`src/acc_disp_pkg.sv`:
```
/*
 * Shared encodings and widths for the accelerator dispatch unit.
 * Every block imports this package to agree on functional unit codes,
 * accelerator operation kinds, transaction ID width and data widths.
 */
package acc_disp_pkg;

  // Scoreboard geometry
  localparam int unsigned NR_SB_ENTRIES = 8;
  localparam int unsigned TRANS_ID_BITS = 3;

  // Datapath widths
  localparam int unsigned XLEN   = 64;
  localparam int unsigned INSN_W = 32;

  // Functional unit of the instruction at the issue port
  typedef enum logic [1:0] {
    FU_NONE  = 2'd0,
    FU_LOAD  = 2'd1,
    FU_STORE = 2'd2,
    FU_ACCEL = 2'd3
  } fu_e;

  // Memory behaviour of an accelerator instruction
  typedef enum logic [1:0] {
    ACC_OP_COMPUTE = 2'd0,
    ACC_OP_LOAD    = 2'd1,
    ACC_OP_STORE   = 2'd2
  } acc_op_e;

  // Floating-point rounding mode as held in fcsr
  typedef logic [2:0] frm_t;

  // Cause reported when the coprocessor flags an error
  localparam logic [XLEN-1:0] EXC_ILLEGAL_INSN = 64'd2;

endpackage

```
`src/acc_insn_queue.sv`:
```
/*
 * Fall-through circular FIFO holding decoded accelerator instructions.
 * Push data shows on the head outputs in the same cycle when empty.
 * The usage count feeds the issue stall, flush drops every entry.
 */
module acc_insn_queue #(
  parameter int unsigned QUEUE_DEPTH = 3
) (
  input  logic                                     clk_i,
  input  logic                                     rst_n_i,
  input  logic                                     flush_i,
  input  logic                                     push_i,
  input  acc_disp_pkg::acc_op_e                    push_op_i,
  input  logic [acc_disp_pkg::TRANS_ID_BITS-1:0]   push_trans_id_i,
  input  logic [acc_disp_pkg::INSN_W-1:0]          push_insn_i,
  input  logic [acc_disp_pkg::XLEN-1:0]            push_rs1_i,
  input  logic [acc_disp_pkg::XLEN-1:0]            push_rs2_i,
  input  logic                                     pop_i,
  output logic                                     empty_o,
  output logic [$clog2(QUEUE_DEPTH+1)-1:0]         usage_o,
  output acc_disp_pkg::acc_op_e                    head_op_o,
  output logic [acc_disp_pkg::TRANS_ID_BITS-1:0]   head_trans_id_o,
  output logic [acc_disp_pkg::INSN_W-1:0]          head_insn_o,
  output logic [acc_disp_pkg::XLEN-1:0]            head_rs1_o,
  output logic [acc_disp_pkg::XLEN-1:0]            head_rs2_o
);
  import acc_disp_pkg::*;

  localparam int unsigned PTR_W = (QUEUE_DEPTH > 1) ? $clog2(QUEUE_DEPTH) : 1;
  localparam int unsigned CNT_W = $clog2(QUEUE_DEPTH+1);

  acc_op_e                  op_mem   [QUEUE_DEPTH];
  logic [TRANS_ID_BITS-1:0] id_mem   [QUEUE_DEPTH];
  logic [INSN_W-1:0]        insn_mem [QUEUE_DEPTH];
  logic [XLEN-1:0]          rs1_mem  [QUEUE_DEPTH];
  logic [XLEN-1:0]          rs2_mem  [QUEUE_DEPTH];

  logic [PTR_W-1:0] rd_ptr_q, wr_ptr_q;
  logic [CNT_W-1:0] cnt_q;
  logic             is_empty, wr_en, rd_en;

  assign is_empty = (cnt_q == '0);
  // A push straight into a pop while empty bypasses storage
  assign wr_en = push_i && !(is_empty && pop_i) && (cnt_q != CNT_W'(QUEUE_DEPTH));
  assign rd_en = pop_i && !is_empty;

  assign empty_o = is_empty && !push_i;
  assign usage_o = cnt_q;

  // Head view, falls through to the push data when storage is empty
  assign head_op_o       = is_empty ? push_op_i       : op_mem[rd_ptr_q];
  assign head_trans_id_o = is_empty ? push_trans_id_i : id_mem[rd_ptr_q];
  assign head_insn_o     = is_empty ? push_insn_i     : insn_mem[rd_ptr_q];
  assign head_rs1_o      = is_empty ? push_rs1_i      : rs1_mem[rd_ptr_q];
  assign head_rs2_o      = is_empty ? push_rs2_i      : rs2_mem[rd_ptr_q];

  always_ff @(posedge clk_i or negedge rst_n_i) begin
    if (!rst_n_i) begin
      rd_ptr_q <= '0;
      wr_ptr_q <= '0;
      cnt_q    <= '0;
    end else if (flush_i) begin
      rd_ptr_q <= '0;
      wr_ptr_q <= '0;
      cnt_q    <= '0;
    end else begin
      if (wr_en) begin
        wr_ptr_q <= (wr_ptr_q == PTR_W'(QUEUE_DEPTH-1)) ? '0 : wr_ptr_q + 1'b1;
      end
      if (rd_en) begin
        rd_ptr_q <= (rd_ptr_q == PTR_W'(QUEUE_DEPTH-1)) ? '0 : rd_ptr_q + 1'b1;
      end
      cnt_q <= cnt_q + CNT_W'(wr_en) - CNT_W'(rd_en);
    end
  end

  // Entry storage
  always_ff @(posedge clk_i) begin
    if (wr_en && !flush_i) begin
      op_mem[wr_ptr_q]   <= push_op_i;
      id_mem[wr_ptr_q]   <= push_trans_id_i;
      insn_mem[wr_ptr_q] <= push_insn_i;
      rs1_mem[wr_ptr_q]  <= push_rs1_i;
      rs2_mem[wr_ptr_q]  <= push_rs2_i;
    end
  end

endmodule

```
`src/acc_spec_tracker.sv`:
```
/*
 * Tracks which accelerator transaction IDs are no longer speculative.
 * Received IDs wait in the pending map until the commit stage names them,
 * then sit in the ready map until the request stage dispatches them.
 */
module acc_spec_tracker (
  input  logic                                   clk_i,
  input  logic                                   rst_n_i,
  input  logic                                   flush_i,
  input  logic                                   recv_i,
  input  logic [acc_disp_pkg::TRANS_ID_BITS-1:0] recv_trans_id_i,
  input  logic                                   commit_i,
  input  logic [acc_disp_pkg::TRANS_ID_BITS-1:0] commit_trans_id_i,
  input  logic                                   dispatch_i,
  input  logic [acc_disp_pkg::TRANS_ID_BITS-1:0] dispatch_trans_id_i,
  input  logic [acc_disp_pkg::TRANS_ID_BITS-1:0] query_trans_id_i,
  output logic                                   ready_o
);
  import acc_disp_pkg::*;

  logic [NR_SB_ENTRIES-1:0] pending_d, pending_q;
  logic [NR_SB_ENTRIES-1:0] ready_d, ready_q;
  logic                     commit_hit;

  // Commit only counts for an ID this unit actually holds
  assign commit_hit = commit_i && pending_q[commit_trans_id_i];

  always_comb begin
    pending_d = pending_q;
    ready_d   = ready_q;
    if (recv_i) begin
      pending_d[recv_trans_id_i] = 1'b1;
    end
    // Flushed instructions never become ready
    if (flush_i) begin
      pending_d = '0;
    end
    if (commit_hit) begin
      pending_d[commit_trans_id_i] = 1'b0;
      ready_d[commit_trans_id_i]   = 1'b1;
    end
    // Dispatch wins over a same-cycle commit of that ID
    if (dispatch_i) begin
      ready_d[dispatch_trans_id_i] = 1'b0;
    end
  end

  always_ff @(posedge clk_i or negedge rst_n_i) begin
    if (!rst_n_i) begin
      pending_q <= '0;
      ready_q   <= '0;
    end else begin
      pending_q <= pending_d;
      ready_q   <= ready_d;
    end
  end

  // Head is ready, or is committing right now
  assign ready_o = ready_q[query_trans_id_i] ||
                   (commit_hit && (commit_trans_id_i == query_trans_id_i));

endmodule

```
`src/acc_mem_tracker.sv`:
```
/*
 * Load and store bookkeeping for memory consistency mode.
 * Counts speculative and dispatched coprocessor accesses, stalls conflicting
 * scalar loads and stores, and halts the core on a store barrier.
 */
module acc_mem_tracker #(
  parameter int unsigned CNT_WIDTH = 3
) (
  input  logic                  clk_i,
  input  logic                  rst_n_i,
  input  logic                  flush_i,
  input  logic                  cons_en_i,
  input  acc_disp_pkg::fu_e     issue_fu_i,
  input  logic                  issue_accept_i,
  input  acc_disp_pkg::acc_op_e issue_op_i,
  input  logic                  ld_disp_i,
  input  logic                  st_disp_i,
  input  logic                  load_complete_i,
  input  logic                  store_complete_i,
  input  logic                  store_pending_i,
  input  logic                  st_barrier_i,
  output logic                  mem_stall_o,
  output logic                  halt_o
);
  import acc_disp_pkg::*;

  logic [CNT_WIDTH-1:0] spec_ld_q, spec_st_q, disp_ld_q, disp_st_q;
  logic                 ld_pending, st_pending;
  logic                 ld_accept, st_accept;
  logic                 wait_st_q;

  // Up/down step shared by all four counters, wraps on overflow
  function automatic logic [CNT_WIDTH-1:0] step(input logic [CNT_WIDTH-1:0] cnt,
                                                input logic up,
                                                input logic down);
    logic [CNT_WIDTH-1:0] res;
    res = cnt;
    if (up && !down) begin
      res = cnt + 1'b1;
    end else if (down && !up) begin
      res = cnt - 1'b1;
    end
    return res;
  endfunction

  assign ld_accept = issue_accept_i && (issue_op_i == ACC_OP_LOAD);
  assign st_accept = issue_accept_i && (issue_op_i == ACC_OP_STORE);

  always_ff @(posedge clk_i or negedge rst_n_i) begin
    if (!rst_n_i) begin
      spec_ld_q <= '0;
      spec_st_q <= '0;
      disp_ld_q <= '0;
      disp_st_q <= '0;
    end else begin
      // Speculative entries can still be flushed
      spec_ld_q <= flush_i ? '0 : step(spec_ld_q, ld_accept, ld_disp_i);
      spec_st_q <= flush_i ? '0 : step(spec_st_q, st_accept, st_disp_i);
      // Dispatched ones only leave on completion
      disp_ld_q <= step(disp_ld_q, ld_disp_i, load_complete_i);
      disp_st_q <= step(disp_st_q, st_disp_i, store_complete_i);
    end
  end

  assign ld_pending = (spec_ld_q != '0) || (disp_ld_q != '0);
  assign st_pending = (spec_st_q != '0) || (disp_st_q != '0);

  // Scalar loads wait for stores, scalar stores wait for both
  always_comb begin
    case (issue_fu_i)
      FU_LOAD:  mem_stall_o = cons_en_i && st_pending;
      FU_STORE: mem_stall_o = cons_en_i && (ld_pending || st_pending);
      default:  mem_stall_o = 1'b0;
    endcase
  end

  // Barrier halt is set by the barrier, held until stores drain
  always_ff @(posedge clk_i or negedge rst_n_i) begin
    if (!rst_n_i) begin
      wait_st_q <= 1'b0;
    end else begin
      wait_st_q <= (wait_st_q || st_barrier_i) && store_pending_i;
    end
  end

  assign halt_o = wait_st_q;

endmodule

```
`src/acc_req_stage.sv`:
```
/*
 * Builds the coprocessor request from the queue head and the live rounding
 * mode. A one-entry fall-through register absorbs back-pressure from the
 * coprocessor, popping the queue and flagging dispatched loads and stores.
 */
module acc_req_stage #(
  parameter int unsigned QUEUE_DEPTH = 3
) (
  input  logic                                   clk_i,
  input  logic                                   rst_n_i,
  input  logic                                   head_valid_i,
  input  logic                                   head_ready_i,
  input  acc_disp_pkg::acc_op_e                  head_op_i,
  input  logic [acc_disp_pkg::TRANS_ID_BITS-1:0] head_trans_id_i,
  input  logic [acc_disp_pkg::INSN_W-1:0]        head_insn_i,
  input  logic [acc_disp_pkg::XLEN-1:0]          head_rs1_i,
  input  logic [acc_disp_pkg::XLEN-1:0]          head_rs2_i,
  input  acc_disp_pkg::frm_t                     frm_i,
  output logic                                   pop_o,
  output logic                                   ld_disp_o,
  output logic                                   st_disp_o,
  output logic                                   acc_req_valid_o,
  output logic [acc_disp_pkg::INSN_W-1:0]        acc_req_insn_o,
  output logic [acc_disp_pkg::XLEN-1:0]          acc_req_rs1_o,
  output logic [acc_disp_pkg::XLEN-1:0]          acc_req_rs2_o,
  output acc_disp_pkg::frm_t                     acc_req_frm_o,
  output logic [acc_disp_pkg::TRANS_ID_BITS-1:0] acc_req_trans_id_o,
  input  logic                                   acc_req_ready_i
);
  import acc_disp_pkg::*;

  // Queue plus output register must never hold two live uses of one ID
  if (QUEUE_DEPTH + 1 > NR_SB_ENTRIES) begin : g_depth_check
    $fatal(1, "queue depth exceeds the scoreboard transaction ID space");
  end

  logic                     fire;
  logic                     full_q;
  logic [INSN_W-1:0]        insn_q;
  logic [XLEN-1:0]          rs1_q, rs2_q;
  frm_t                     frm_q;
  logic [TRANS_ID_BITS-1:0] id_q;

  // Head may leave only once it is non-speculative
  assign fire  = head_valid_i && head_ready_i;
  assign pop_o = fire && !full_q;

  assign ld_disp_o = pop_o && (head_op_i == ACC_OP_LOAD);
  assign st_disp_o = pop_o && (head_op_i == ACC_OP_STORE);

  always_ff @(posedge clk_i or negedge rst_n_i) begin
    if (!rst_n_i) begin
      full_q <= 1'b0;
    end else if (full_q) begin
      full_q <= !acc_req_ready_i;
    end else begin
      // Park the request when the coprocessor refuses it
      full_q <= fire && !acc_req_ready_i;
    end
  end

  // frm is sampled when the request leaves the queue
  always_ff @(posedge clk_i) begin
    if (pop_o) begin
      insn_q <= head_insn_i;
      rs1_q  <= head_rs1_i;
      rs2_q  <= head_rs2_i;
      frm_q  <= frm_i;
      id_q   <= head_trans_id_i;
    end
  end

  // Empty register passes the head straight through
  assign acc_req_valid_o    = full_q || fire;
  assign acc_req_insn_o     = full_q ? insn_q : head_insn_i;
  assign acc_req_rs1_o      = full_q ? rs1_q  : head_rs1_i;
  assign acc_req_rs2_o      = full_q ? rs2_q  : head_rs2_i;
  assign acc_req_frm_o      = full_q ? frm_q  : frm_i;
  assign acc_req_trans_id_o = full_q ? id_q   : head_trans_id_i;

endmodule

```
`src/acc_disp_top.sv`:
```
/*
 * Accelerator dispatch unit for an in-order core.
 * Queues accelerator instructions from issue, sends them to the coprocessor
 * once committed, returns results and errors, and guards memory ordering.
 */
module acc_disp_top #(
  parameter int unsigned QUEUE_DEPTH = 3,
  parameter int unsigned CNT_WIDTH   = 3
) (
  input  logic                                   clk_i,
  input  logic                                   rst_n_i,
  input  logic                                   cons_en_i,
  input  acc_disp_pkg::frm_t                     frm_i,
  output logic                                   dirty_v_state_o,
  // Issue stage
  input  acc_disp_pkg::fu_e                      issue_fu_i,
  input  acc_disp_pkg::acc_op_e                  issue_op_i,
  input  logic [acc_disp_pkg::TRANS_ID_BITS-1:0] issue_trans_id_i,
  input  logic [acc_disp_pkg::INSN_W-1:0]        issue_insn_i,
  input  logic [acc_disp_pkg::XLEN-1:0]          issue_rs1_i,
  input  logic [acc_disp_pkg::XLEN-1:0]          issue_rs2_i,
  input  logic                                   issue_hs_i,
  output logic                                   issue_stall_o,
  // Commit stage and controller
  input  logic                                   commit_acc_i,
  input  logic [acc_disp_pkg::TRANS_ID_BITS-1:0] commit_trans_id_i,
  input  logic                                   commit_ack_i,
  input  logic                                   commit_st_barrier_i,
  input  logic                                   flush_i,
  input  logic                                   flush_unissued_i,
  input  logic                                   lsu_no_st_pending_i,
  output logic                                   halt_o,
  // Results back to the core
  output logic                                   result_valid_o,
  output logic [acc_disp_pkg::TRANS_ID_BITS-1:0] result_trans_id_o,
  output logic [acc_disp_pkg::XLEN-1:0]          result_o,
  output logic                                   exc_valid_o,
  output logic [acc_disp_pkg::XLEN-1:0]          exc_cause_o,
  // Coprocessor request
  output logic                                   acc_req_valid_o,
  output logic [acc_disp_pkg::INSN_W-1:0]        acc_req_insn_o,
  output logic [acc_disp_pkg::XLEN-1:0]          acc_req_rs1_o,
  output logic [acc_disp_pkg::XLEN-1:0]          acc_req_rs2_o,
  output acc_disp_pkg::frm_t                     acc_req_frm_o,
  output logic [acc_disp_pkg::TRANS_ID_BITS-1:0] acc_req_trans_id_o,
  output logic                                   acc_req_store_pending_o,
  input  logic                                   acc_req_ready_i,
  // Coprocessor response
  input  logic                                   acc_resp_valid_i,
  input  logic [acc_disp_pkg::TRANS_ID_BITS-1:0] acc_resp_trans_id_i,
  input  logic [acc_disp_pkg::XLEN-1:0]          acc_resp_result_i,
  input  logic                                   acc_resp_error_i,
  input  logic                                   acc_load_complete_i,
  input  logic                                   acc_store_complete_i,
  input  logic                                   acc_store_pending_i
);
  import acc_disp_pkg::*;

  localparam int unsigned USAGE_W = $clog2(QUEUE_DEPTH+1);

  logic                     accept_d, accept_q;
  acc_op_e                  op_q;
  logic [TRANS_ID_BITS-1:0] id_q;
  logic [INSN_W-1:0]        insn_q;
  logic [XLEN-1:0]          rs1_q, rs2_q;

  logic                     q_empty, q_pop;
  logic [USAGE_W-1:0]       q_usage;
  acc_op_e                  head_op;
  logic [TRANS_ID_BITS-1:0] head_id;
  logic [INSN_W-1:0]        head_insn;
  logic [XLEN-1:0]          head_rs1, head_rs2;
  logic                     head_ready, ld_disp, st_disp, mem_stall, queue_full;

  // Accepted accelerator instruction, skipped if its issue is flushed
  assign accept_d = issue_hs_i && (issue_fu_i == FU_ACCEL) && !flush_unissued_i;

  always_ff @(posedge clk_i or negedge rst_n_i) begin
    if (!rst_n_i) begin
      accept_q <= 1'b0;
    end else begin
      accept_q <= accept_d;
    end
  end

  always_ff @(posedge clk_i) begin
    if (accept_d) begin
      op_q   <= issue_op_i;
      id_q   <= issue_trans_id_i;
      insn_q <= issue_insn_i;
      rs1_q  <= issue_rs1_i;
      rs2_q  <= issue_rs2_i;
    end
  end

  acc_insn_queue #(.QUEUE_DEPTH(QUEUE_DEPTH)) u_queue (
    .clk_i(clk_i), .rst_n_i(rst_n_i), .flush_i(flush_i),
    .push_i(accept_q), .push_op_i(op_q), .push_trans_id_i(id_q),
    .push_insn_i(insn_q), .push_rs1_i(rs1_q), .push_rs2_i(rs2_q),
    .pop_i(q_pop), .empty_o(q_empty), .usage_o(q_usage),
    .head_op_o(head_op), .head_trans_id_o(head_id), .head_insn_o(head_insn),
    .head_rs1_o(head_rs1), .head_rs2_o(head_rs2)
  );

  acc_spec_tracker u_spec (
    .clk_i(clk_i), .rst_n_i(rst_n_i), .flush_i(flush_i),
    .recv_i(accept_q), .recv_trans_id_i(id_q),
    .commit_i(commit_acc_i), .commit_trans_id_i(commit_trans_id_i),
    .dispatch_i(q_pop), .dispatch_trans_id_i(head_id),
    .query_trans_id_i(head_id), .ready_o(head_ready)
  );

  acc_req_stage #(.QUEUE_DEPTH(QUEUE_DEPTH)) u_req (
    .clk_i(clk_i), .rst_n_i(rst_n_i),
    .head_valid_i(!q_empty), .head_ready_i(head_ready), .head_op_i(head_op),
    .head_trans_id_i(head_id), .head_insn_i(head_insn),
    .head_rs1_i(head_rs1), .head_rs2_i(head_rs2), .frm_i(frm_i),
    .pop_o(q_pop), .ld_disp_o(ld_disp), .st_disp_o(st_disp),
    .acc_req_valid_o(acc_req_valid_o), .acc_req_insn_o(acc_req_insn_o),
    .acc_req_rs1_o(acc_req_rs1_o), .acc_req_rs2_o(acc_req_rs2_o),
    .acc_req_frm_o(acc_req_frm_o), .acc_req_trans_id_o(acc_req_trans_id_o),
    .acc_req_ready_i(acc_req_ready_i)
  );

  acc_mem_tracker #(.CNT_WIDTH(CNT_WIDTH)) u_mem (
    .clk_i(clk_i), .rst_n_i(rst_n_i), .flush_i(flush_i), .cons_en_i(cons_en_i),
    .issue_fu_i(issue_fu_i), .issue_accept_i(accept_d), .issue_op_i(issue_op_i),
    .ld_disp_i(ld_disp), .st_disp_i(st_disp),
    .load_complete_i(acc_load_complete_i), .store_complete_i(acc_store_complete_i),
    .store_pending_i(acc_store_pending_i), .st_barrier_i(commit_st_barrier_i),
    .mem_stall_o(mem_stall), .halt_o(halt_o)
  );

  // One slot is kept free for the instruction still in the accept register
  assign queue_full    = (q_usage >= USAGE_W'(QUEUE_DEPTH - 1));
  assign issue_stall_o = (issue_fu_i == FU_ACCEL) ? queue_full : mem_stall;

  // Scalar LSU stores still in flight, seen by the coprocessor
  assign acc_req_store_pending_o = cons_en_i && !lsu_no_st_pending_i;

  // Acks on this port only retire accelerator instructions
  assign dirty_v_state_o = commit_ack_i;

  // Response path, no buffering
  assign result_valid_o    = acc_resp_valid_i;
  assign result_trans_id_o = acc_resp_trans_id_i;
  assign result_o          = acc_resp_result_i;
  assign exc_valid_o       = acc_resp_error_i;
  assign exc_cause_o       = EXC_ILLEGAL_INSN;

endmodule

```
`config.mk`:
```
export PLATFORM = sky130hd
export DESIGN_NAME = acc_disp_top
export DESIGN_NICKNAME = d
export VERILOG_FILES = /design/src/acc_disp_pkg.sv /design/src/acc_insn_queue.sv /design/src/acc_spec_tracker.sv /design/src/acc_mem_tracker.sv /design/src/acc_req_stage.sv /design/src/acc_disp_top.sv
export SDC_FILE = /design/constraint.sdc
export NUM_CORES = 1
export LEC_CHECK = 0
export ABC_AREA = 1
export BUFFER_PORTS_ARGS = -buffer_cell sky130_fd_sc_hd__buf_2
export CAP_MARGIN = 20
export CORE_MARGIN = 2
export CORE_UTILIZATION = 55
export CTS_CLUSTER_SIZE = 12
export DETAILED_ROUTE_END_ITERATION = 10
export HOLD_SLACK_MARGIN = 0.12
export PLACE_DENSITY = 0.78
export SLEW_MARGIN = 20
export SYNTH_ARGS = -nofsm -noshare
export SYNTH_HDL_FRONTEND = slang
export SYNTH_SLANG_ARGS = --single-unit
```
`constraint.sdc`:
```
create_clock -name clk_i -period 10.5 [get_ports clk_i]
set_clock_uncertainty 0.05 [all_clocks]
set_input_delay 1.05 -clock clk_i [delete_from_list [all_inputs] [get_ports clk_i]]
set_output_delay 1.05 -clock clk_i [all_outputs]
set_load 0.03 [all_outputs]
```
==> results.md, run 1 <==
* Status: complete, no violations
* Grt ovf at 0
* FF-to-FF setup slack at 3.91 ns
* Routed via count at 21,300
* Final Util at 0.626
* Seq/Total Area, Yosys at 0.754
* Setup TNS at 0 ns
* Seq cells post-synth at 863
* TritonCTS clock tree: built
* Largest area contributor in the netlist: edfxtp_1
* Initial antenna violation count at 6
* Worst slack, placed at 3.70 ns
* WHS Path Cells at 1
* YS warnings at 0
* Met3 Resource Use GR at 0.0588
* CTS Buf Count at 88
* Share of layout cells above drive strength 1 at 0.176
* Via density at between 5 and 6
* Reg-to-Reg End: u_queue.rs2_mem[2][35]
* RSZ-0062 raised after global routing: no
* Netlist cell types at 43
* Post-DP HPWL at 54.3 mm
* DRT iter0 DRCs at 2,101
* Initial core utilization at 0.555
* GRT met1 Usage at 0.328
* Root Buffer: clkbuf_16
* FP Rows at 91
* WS Path Type: reg -> reg
* Worst slew margin at 0.225
* Port bufs at roughly 360
* Hold WS at 0.428 ns
* Routability Congestion at 0.889
* Class of the worst hold path: reg -> reg
* Post-CTS sizing at 0
* GRT busiest layer: met2
* Peak supply drop at 0.000128 V
* Setup Fix Bufs, Post-CTS at 0
* Leak at 14.4 nW
* Post-route minimum period at 6.59 ns
* Worst R2R Path Depth at 19
* Clk sinks at 863
* Met2 Use GR at 0.438
* Die width at 253 um
* # fillers at 4,388
* DR WL/cell at 23.4 um
* Final setup margin at between 3 and 4 ns
* Worst Tran Pin Value at 1.16 ns
* Total track usage at 0.266
* CP Data Required Time at 10.68 ns
* Setup crit start kind: flop
* Critical Path Fanout Max at between 80 and 90
* Number of global-route vias before repair at between 20,000 and 25,000
* Total Nets Final at 3,129
* Antenna violation net count after detailed routing at 0
* Non-Filler Instances at 3,712
* Register area at 25,700 um2
* Hold_buf cts at 0
* DRT Wirelength at a little under 90 mm
* Placed cells at 3,563
* Clk_lat worst skew at 0.62 ns
* Yosys top cell area share at 0.727
* First-pass GRT wire length at 126 mm
* Post-Place Cell Area at 35,800 um2
* Fmax at 152 MHz
* Hold path start: u_mem.halt_o
* Critical R2R Launch: u_queue.rd_ptr_q[1]
* Ports at 560
* Slew Viols, Final at 0
* Netlist area before placement at 34,100 um2
* Core area at 61,500 um2
* Die Y at approximately 250 um
* Worst setup EP type: flop
* Die area at 64,000 um2
* Synth area leaders: edfxtp_1 73%, nand2_1 8.6%, buf_4 3.0%
* Setup-failing EPs final at 0
* MaxCap Viol Count at 0
* Most common cell after layout, fill and taps aside: edfxtp_1
* Area Overhead vs Synth at 12.8%
* Post-route cell area at 38,500 um2
* Power Total at slightly below 8 mW
* Most frequent cells in the layout: 826 x edfxtp_1, 780 x nand2_1, 355 x buf_2
* TritonRoute pass-1 iters at 5
* Final Hold Viols at 0
* DR DRC count at 0
* Clock Path Buffers at 3
* Clk slew on worst S/H paths at 0.06 ns
* H-tree levels at 3
* Largest net degree at the start of global routing at 176
* PwrDens at between 200 and 250 nW/um2
* Multi-input gate area at 6930 um2
* Syn Area/Cell at about 13 um2
* Arr. time, crit path at 6.76 ns
* Worst hold endpoint: u_mem.halt_o
* Mapped Cells at 2,601
* Final period utilization at 0.627
-- area by class of cell --
| type | instances | area share |
|---|---|---|
| Tap cell | 790 | 0.0257 |
| Multi-Input combinational cell | 1478 | 0.180 |
| Timing Repair Buffer | 375 | 0.0507 |
| Clock buffer | 122 | 0.0616 |
| Antenna cell | 2 | 0.000130 |
| Sequential cell | 863 | 0.669 |
| Inverter | 57 | 0.00592 |
| Clock inverter | 25 | 0.00725 |
-- power by group --
group / switching [mW] / leakage, nW / internal (mW)
registers: 0.0726 / 7.93 / 3.90
clock network: 1.22 / 1.28 / 1.71
logic: 0.682 / 5.23 / 0.229
total: 1.97 / 14.4 / 5.84
-- flip-flops by register name, summed over array words and instances (netlist names), 9 cells and up --
register	flops
u_req.rs1_q	64
rs2_q	64
u_queue.id_mem	9
rs1_q	64
u_queue.rs2_mem	192
u_queue.rs1_mem	192
u_req.rs2_q	64
u_req.insn_q	32
u_queue.insn_mem	96
insn_q	32
-- metal layers --
metal | up-vias | part of all wire
li1 | 9615 | -
met1 | 10300 | 0.36
met2 | 1174 | 0.49
met3 | 206 | 0.088
met4 | 6 | 0.056
met5 | - | 0.00054
-- worst max-delay path: stages (launching register included) --
cell and delay, ns:
dfrtp_4 1.14, buf_4 0.93, a21oi_1 0.17, nand3_1 0.13, nand2_2 0.11, inv_1 0.16, nand2_1 0.07, nand2_1 0.07
nand2_1 0.05, nand2_1 0.07, nand2_2 0.08, nand2_4 0.10, nor2_8 0.14, nand2_1 0.16, nand2_1 0.10, inv_2 0.08
nand2_2 0.12, nor3_4 0.61, buf_4 0.91, buf_6 0.73
-- worst max-delay path by stage --
stage	slack, ns	startpoint	to	cells after the start
detailed placement	3.70	u_queue.rd_ptr_q[1]	u_queue.rs2_mem[2][41]	19
global route	3.48	u_queue.rd_ptr_q[1]	u_queue.rs2_mem[2][35]	19
finish	3.91	u_queue.rd_ptr_q[1]	u_queue.rs2_mem[2][35]	19
floorplan	0.16	issue_fu_i[0]	u_mem.spec_st_q[1]	11
CTS	3.68	u_queue.rd_ptr_q[1]	u_queue.rs2_mem[2][35]	19
global placement	3.76	u_queue.rd_ptr_q[1]	u_queue.rs2_mem[2][23]	19
-- kinds of logic (layout without fill, tap and decap cells) --
group,Yosys count,count (layout),synth area share
multiplexers,2,2,0.000660
XOR/XNOR,9,9,0.00231
adder cells (fa/ha/maj),10,10,0.00455
other,2,66,0.000220
AND/OR/NAND/NOR,1021,1021,0.117
flip-flops,863,863,0.754
buffers and inverters,322,579,0.0508
AO/OA/AOI/OAI,372,372,0.0699
-- cell usage after synthesis --
| library cell | instances |
|---|---|
| or2_2 | 1 |
| o21a_1 | 2 |
| conb_1 | 2 |
| dfrtp_1 | 37 |
| nor2_2 | 2 |
| o22ai_1 | 2 |
| a21oi_2 | 1 |
| nand3_1 | 18 |
| nor2_4 | 2 |
| buf_4 | 136 |
| fa_1 | 4 |
| nor3_2 | 1 |
| nand2_1 | 780 |
| ha_1 | 6 |
| buf_1 | 18 |
| clkinv_1 | 2 |
| o21ai_0 | 20 |
| inv_1 | 49 |
| a21oi_1 | 60 |
| clkinv_2 | 1 |
| nand2_2 | 7 |
| nor4_1 | 1 |
| buf_6 | 1 |
| nand3_2 | 3 |
| nand4_2 | 1 |
| nor2_8 | 1 |
| xnor2_1 | 5 |
| mux2_2 | 2 |
| o21ai_1 | 3 |
| a22oi_1 | 123 |
| xor2_1 | 4 |
| inv_2 | 5 |
| nand2_4 | 1 |
| o41ai_1 | 1 |
| and3_1 | 4 |
| clkbuf_1 | 106 |
| buf_2 | 4 |
| edfxtp_1 | 826 |
| nor2_1 | 176 |
| nor3_1 | 18 |
| a31oi_1 | 160 |
| and2_1 | 1 |
| nand4_1 | 4 |
(Power assumes the default switching activity.)
==> inputs of run 2 (changes only) <==
- CORE_UTILIZATION: 55 -> 51
- PLACE_DENSITY: 0.78 -> 0.76
- clock period: 10.5 -> 5.7 ns (I/O delays scaled with it)
==> run 2 against run 1 <==
  * Worst hold slack worse by 0.23 ns
  * Non-clock buffer count up 181
  * Largest power group unchanged
  * Global-route usage down 1.1 points
  * Die area up 7.7%
  * Final cell count up 7.0%
  * Count of clock-buffer cells in the layout down 3
  * Clock power up 89%
  * Power up 87%
  * Design area up 5.4%
  * Sequential share of layout area down 3.4 points
  * Wire length up 3.4%
==> results.md, run 2 (synthesized netlist as in run 1, its figures left out) <==
* Status: complete, no violations
* H-tree levels at 3 (unchanged)
* Reg-to-Reg End: u_queue.usage_o[1]
* CP startpoint: u_queue.usage_o[1]
* Root Buffer: clkbuf_16
* Non-Filler Instances at 3,973 (+7.0%)
* Routability Congestion at 0.839 (-5.7%)
* Clk_lat worst skew at 0.64 ns (+0.02 ns)
* Setup crit start kind: flop
* Port bufs at 355 (unchanged)
* Critical Path Fanout Max at 149 (+73%)
* Largest net degree at the start of global routing at 150 (-15%)
* TritonCTS clock tree: built
* Most common cell after layout, fill and taps aside: edfxtp_1
* Most frequent cells in the layout: 826 x edfxtp_1, 779 x nand2_1, 355 x buf_2
* Total track usage at 0.255 (-0.0106)
* TritonRoute pass-1 iters at 6 (+1)
* Worst R2R Path Depth at 17 (-2)
* PwrDens at 361 nW/um2 (+78%)
* Ports at 560 (unchanged)
* Die width at 263 um (+3.8%)
* MaxCap Viol Count at 0 (unchanged)
* Setup-failing EPs final at 0 (unchanged)
* Clock Path Buffers at 3 (unchanged)
* CP Data Required Time at 5.08 ns (-5.60 ns)
* Core area at 66,000 um2 (+7.3%)
* Die area at 69,000 um2 (+7.7%)
* Critical R2R Launch: u_queue.usage_o[1]
* Clk sinks at 863 (unchanged)
* Antenna violation net count after detailed routing at 0 (unchanged)
* Grt ovf at 0 (unchanged)
* DRT iter0 DRCs at 2,430 (+16%)
* Die Y at 263 um (+3.8%)
* Final Hold Viols at 0 (unchanged)
* Number of global-route vias before repair at 22,300 (+8.2%)
* DR WL/cell at 22.6 um (-3.4%)
* Class of the worst hold path: in -> reg
* Worst slack, placed at 1.04 ns (-2.66 ns)
* Regs by FF count: u_queue.rs1_mem x192, u_queue.rs2_mem x192, u_queue.insn_mem x96
* DRT Wirelength at 89.8 mm (+3.4%)
* Arr. time, crit path at 4.17 ns (-2.59 ns)
* Initial antenna violation count at 8 (+2)
* Total Nets Final at 3,311 (+5.8%)
* Placed cells at 3,647 (+2.4%)
* Worst setup EP type: primary output
* Share of layout cells above drive strength 1 at 0.172 (-0.00426)
* Power Total at 14.6 mW (+87%)
* Area Overhead vs Synth at 18.9%
* Via density at 5.64 (-1.6%)
* Initial core utilization at 0.517 (-0.0378)
* Routed via count at 22,400 (+5.4%)
* Fmax at 209 MHz
* DR DRC count at 0 (unchanged)
* Post-DP HPWL at 53.2 mm (-2.1%)
* Critical path endpoint: acc_req_rs1_o[15]
* Post-route minimum period at between 4 and 5 ns
* Final setup margin at 0.907 ns (-3.01 ns)
* Worst slew margin at 0.212 (-0.0133)
* WS Path Type: reg -> out
* First-pass GRT wire length at 135 mm (+6.8%)
* Peak supply drop at 0.000275 V (+110%)
* CTS Buf Count at 89 (+1.1%)
* Clk slew on worst S/H paths at 0.06 ns (about the same)
* Worst Tran Pin Value at 1.18 ns (+0.0199 ns)
* FF-to-FF setup slack at 1.09 ns (-2.82 ns)
* Slew Viols, Final at 0 (unchanged)
* Final period utilization at 0.841
* Leak at 15.3 nW (+5.9%)
* RSZ-0062 raised after global routing: no
* FP Rows at 94 (+3.3%)
## run 2: cell type report
class | count | area [um2]
Clock inverter | 30 | 383
Timing Repair Buffer | 556 | 3800
Inverter | 57 | 228
Multi-Input combinational cell | 1478 | 6940
Tap cell | 864 | 1080
Antenna cell | 6 | 15.0
Clock buffer | 119 | 2380
Sequential cell | 863 | 25700
Fill cell | 4771 | 25400
## run 2: timing repair
| item | in CTS | in global routing |
|---|---|---|
| endpoints found under the hold margin | 206 | 0 |
| gates resized for setup | 0 | 0 |
| hold buffers | 171 | 0 |
| buffers inserted | 0 | 0 |
## run 2: through the flow
step | setup TNS, ns | area [um2] | utilization | hold slack [ns]
after floorplan | -511.32 | 34400 | - | 0.224
after global placement | 0 | 36100 | 0.547 | 0.406
after detailed placement | 0 | 36100 | 0.547 | 0.416
after CTS | 0 | 40500 | 0.615 | 0.149
after global routing | 0 | 40600 | 0.615 | 0.136
final | 0 | 40600 | 0.615 | 0.196
## run 2: per-layer routing
metal | GRT usage | vias to the layer above | routed length, um
met2 | 0.432 | 1308 | 44900
li1 | - | 9978 | -
met1 | 0.315 | 10900 | 33100
met4 | 0.124 | 4 | 4360
met3 | 0.0513 | 236 | 7360
met5 | 0 | - | 28
## run 2: critical path, stage by stage (launching register included)
cell and delay (ns):
dfrtp_1 0.44, nor2_4 0.66, buf_4 0.55, inv_8 0.39, buf_4 0.54, a31oi_1 0.34
nand2_1 0.09, nand2_1 0.15, buf_2 0.23
## run 2: power breakdown
group | switching (mW) | internal (mW) | total [mW]
Sequential | 0.115 | 7.18 | 7.29
Clock | 2.34 | 3.21 | 5.55
Combinational | 1.30 | 0.501 | 1.80
Total | 3.76 | 10.9 | 14.6
## run 2: worst min-delay path by stage
stage / startpoint / end / slack (ns) / cells after the start
2_1_floorplan: rst_n_i / accept_q / 0.22 / 0
3_3_place_gp: u_mem.halt_o / u_mem.halt_o / 0.41 / 1
3_5_place_dp: u_mem.halt_o / u_mem.halt_o / 0.42 / 1
4_1_cts: issue_rs2_i[7] / rs2_q[7] / 0.15 / 1
5_1_grt: issue_rs2_i[7] / rs2_q[7] / 0.14 / 1
6_report: issue_rs2_i[7] / rs2_q[7] / 0.20 / 1
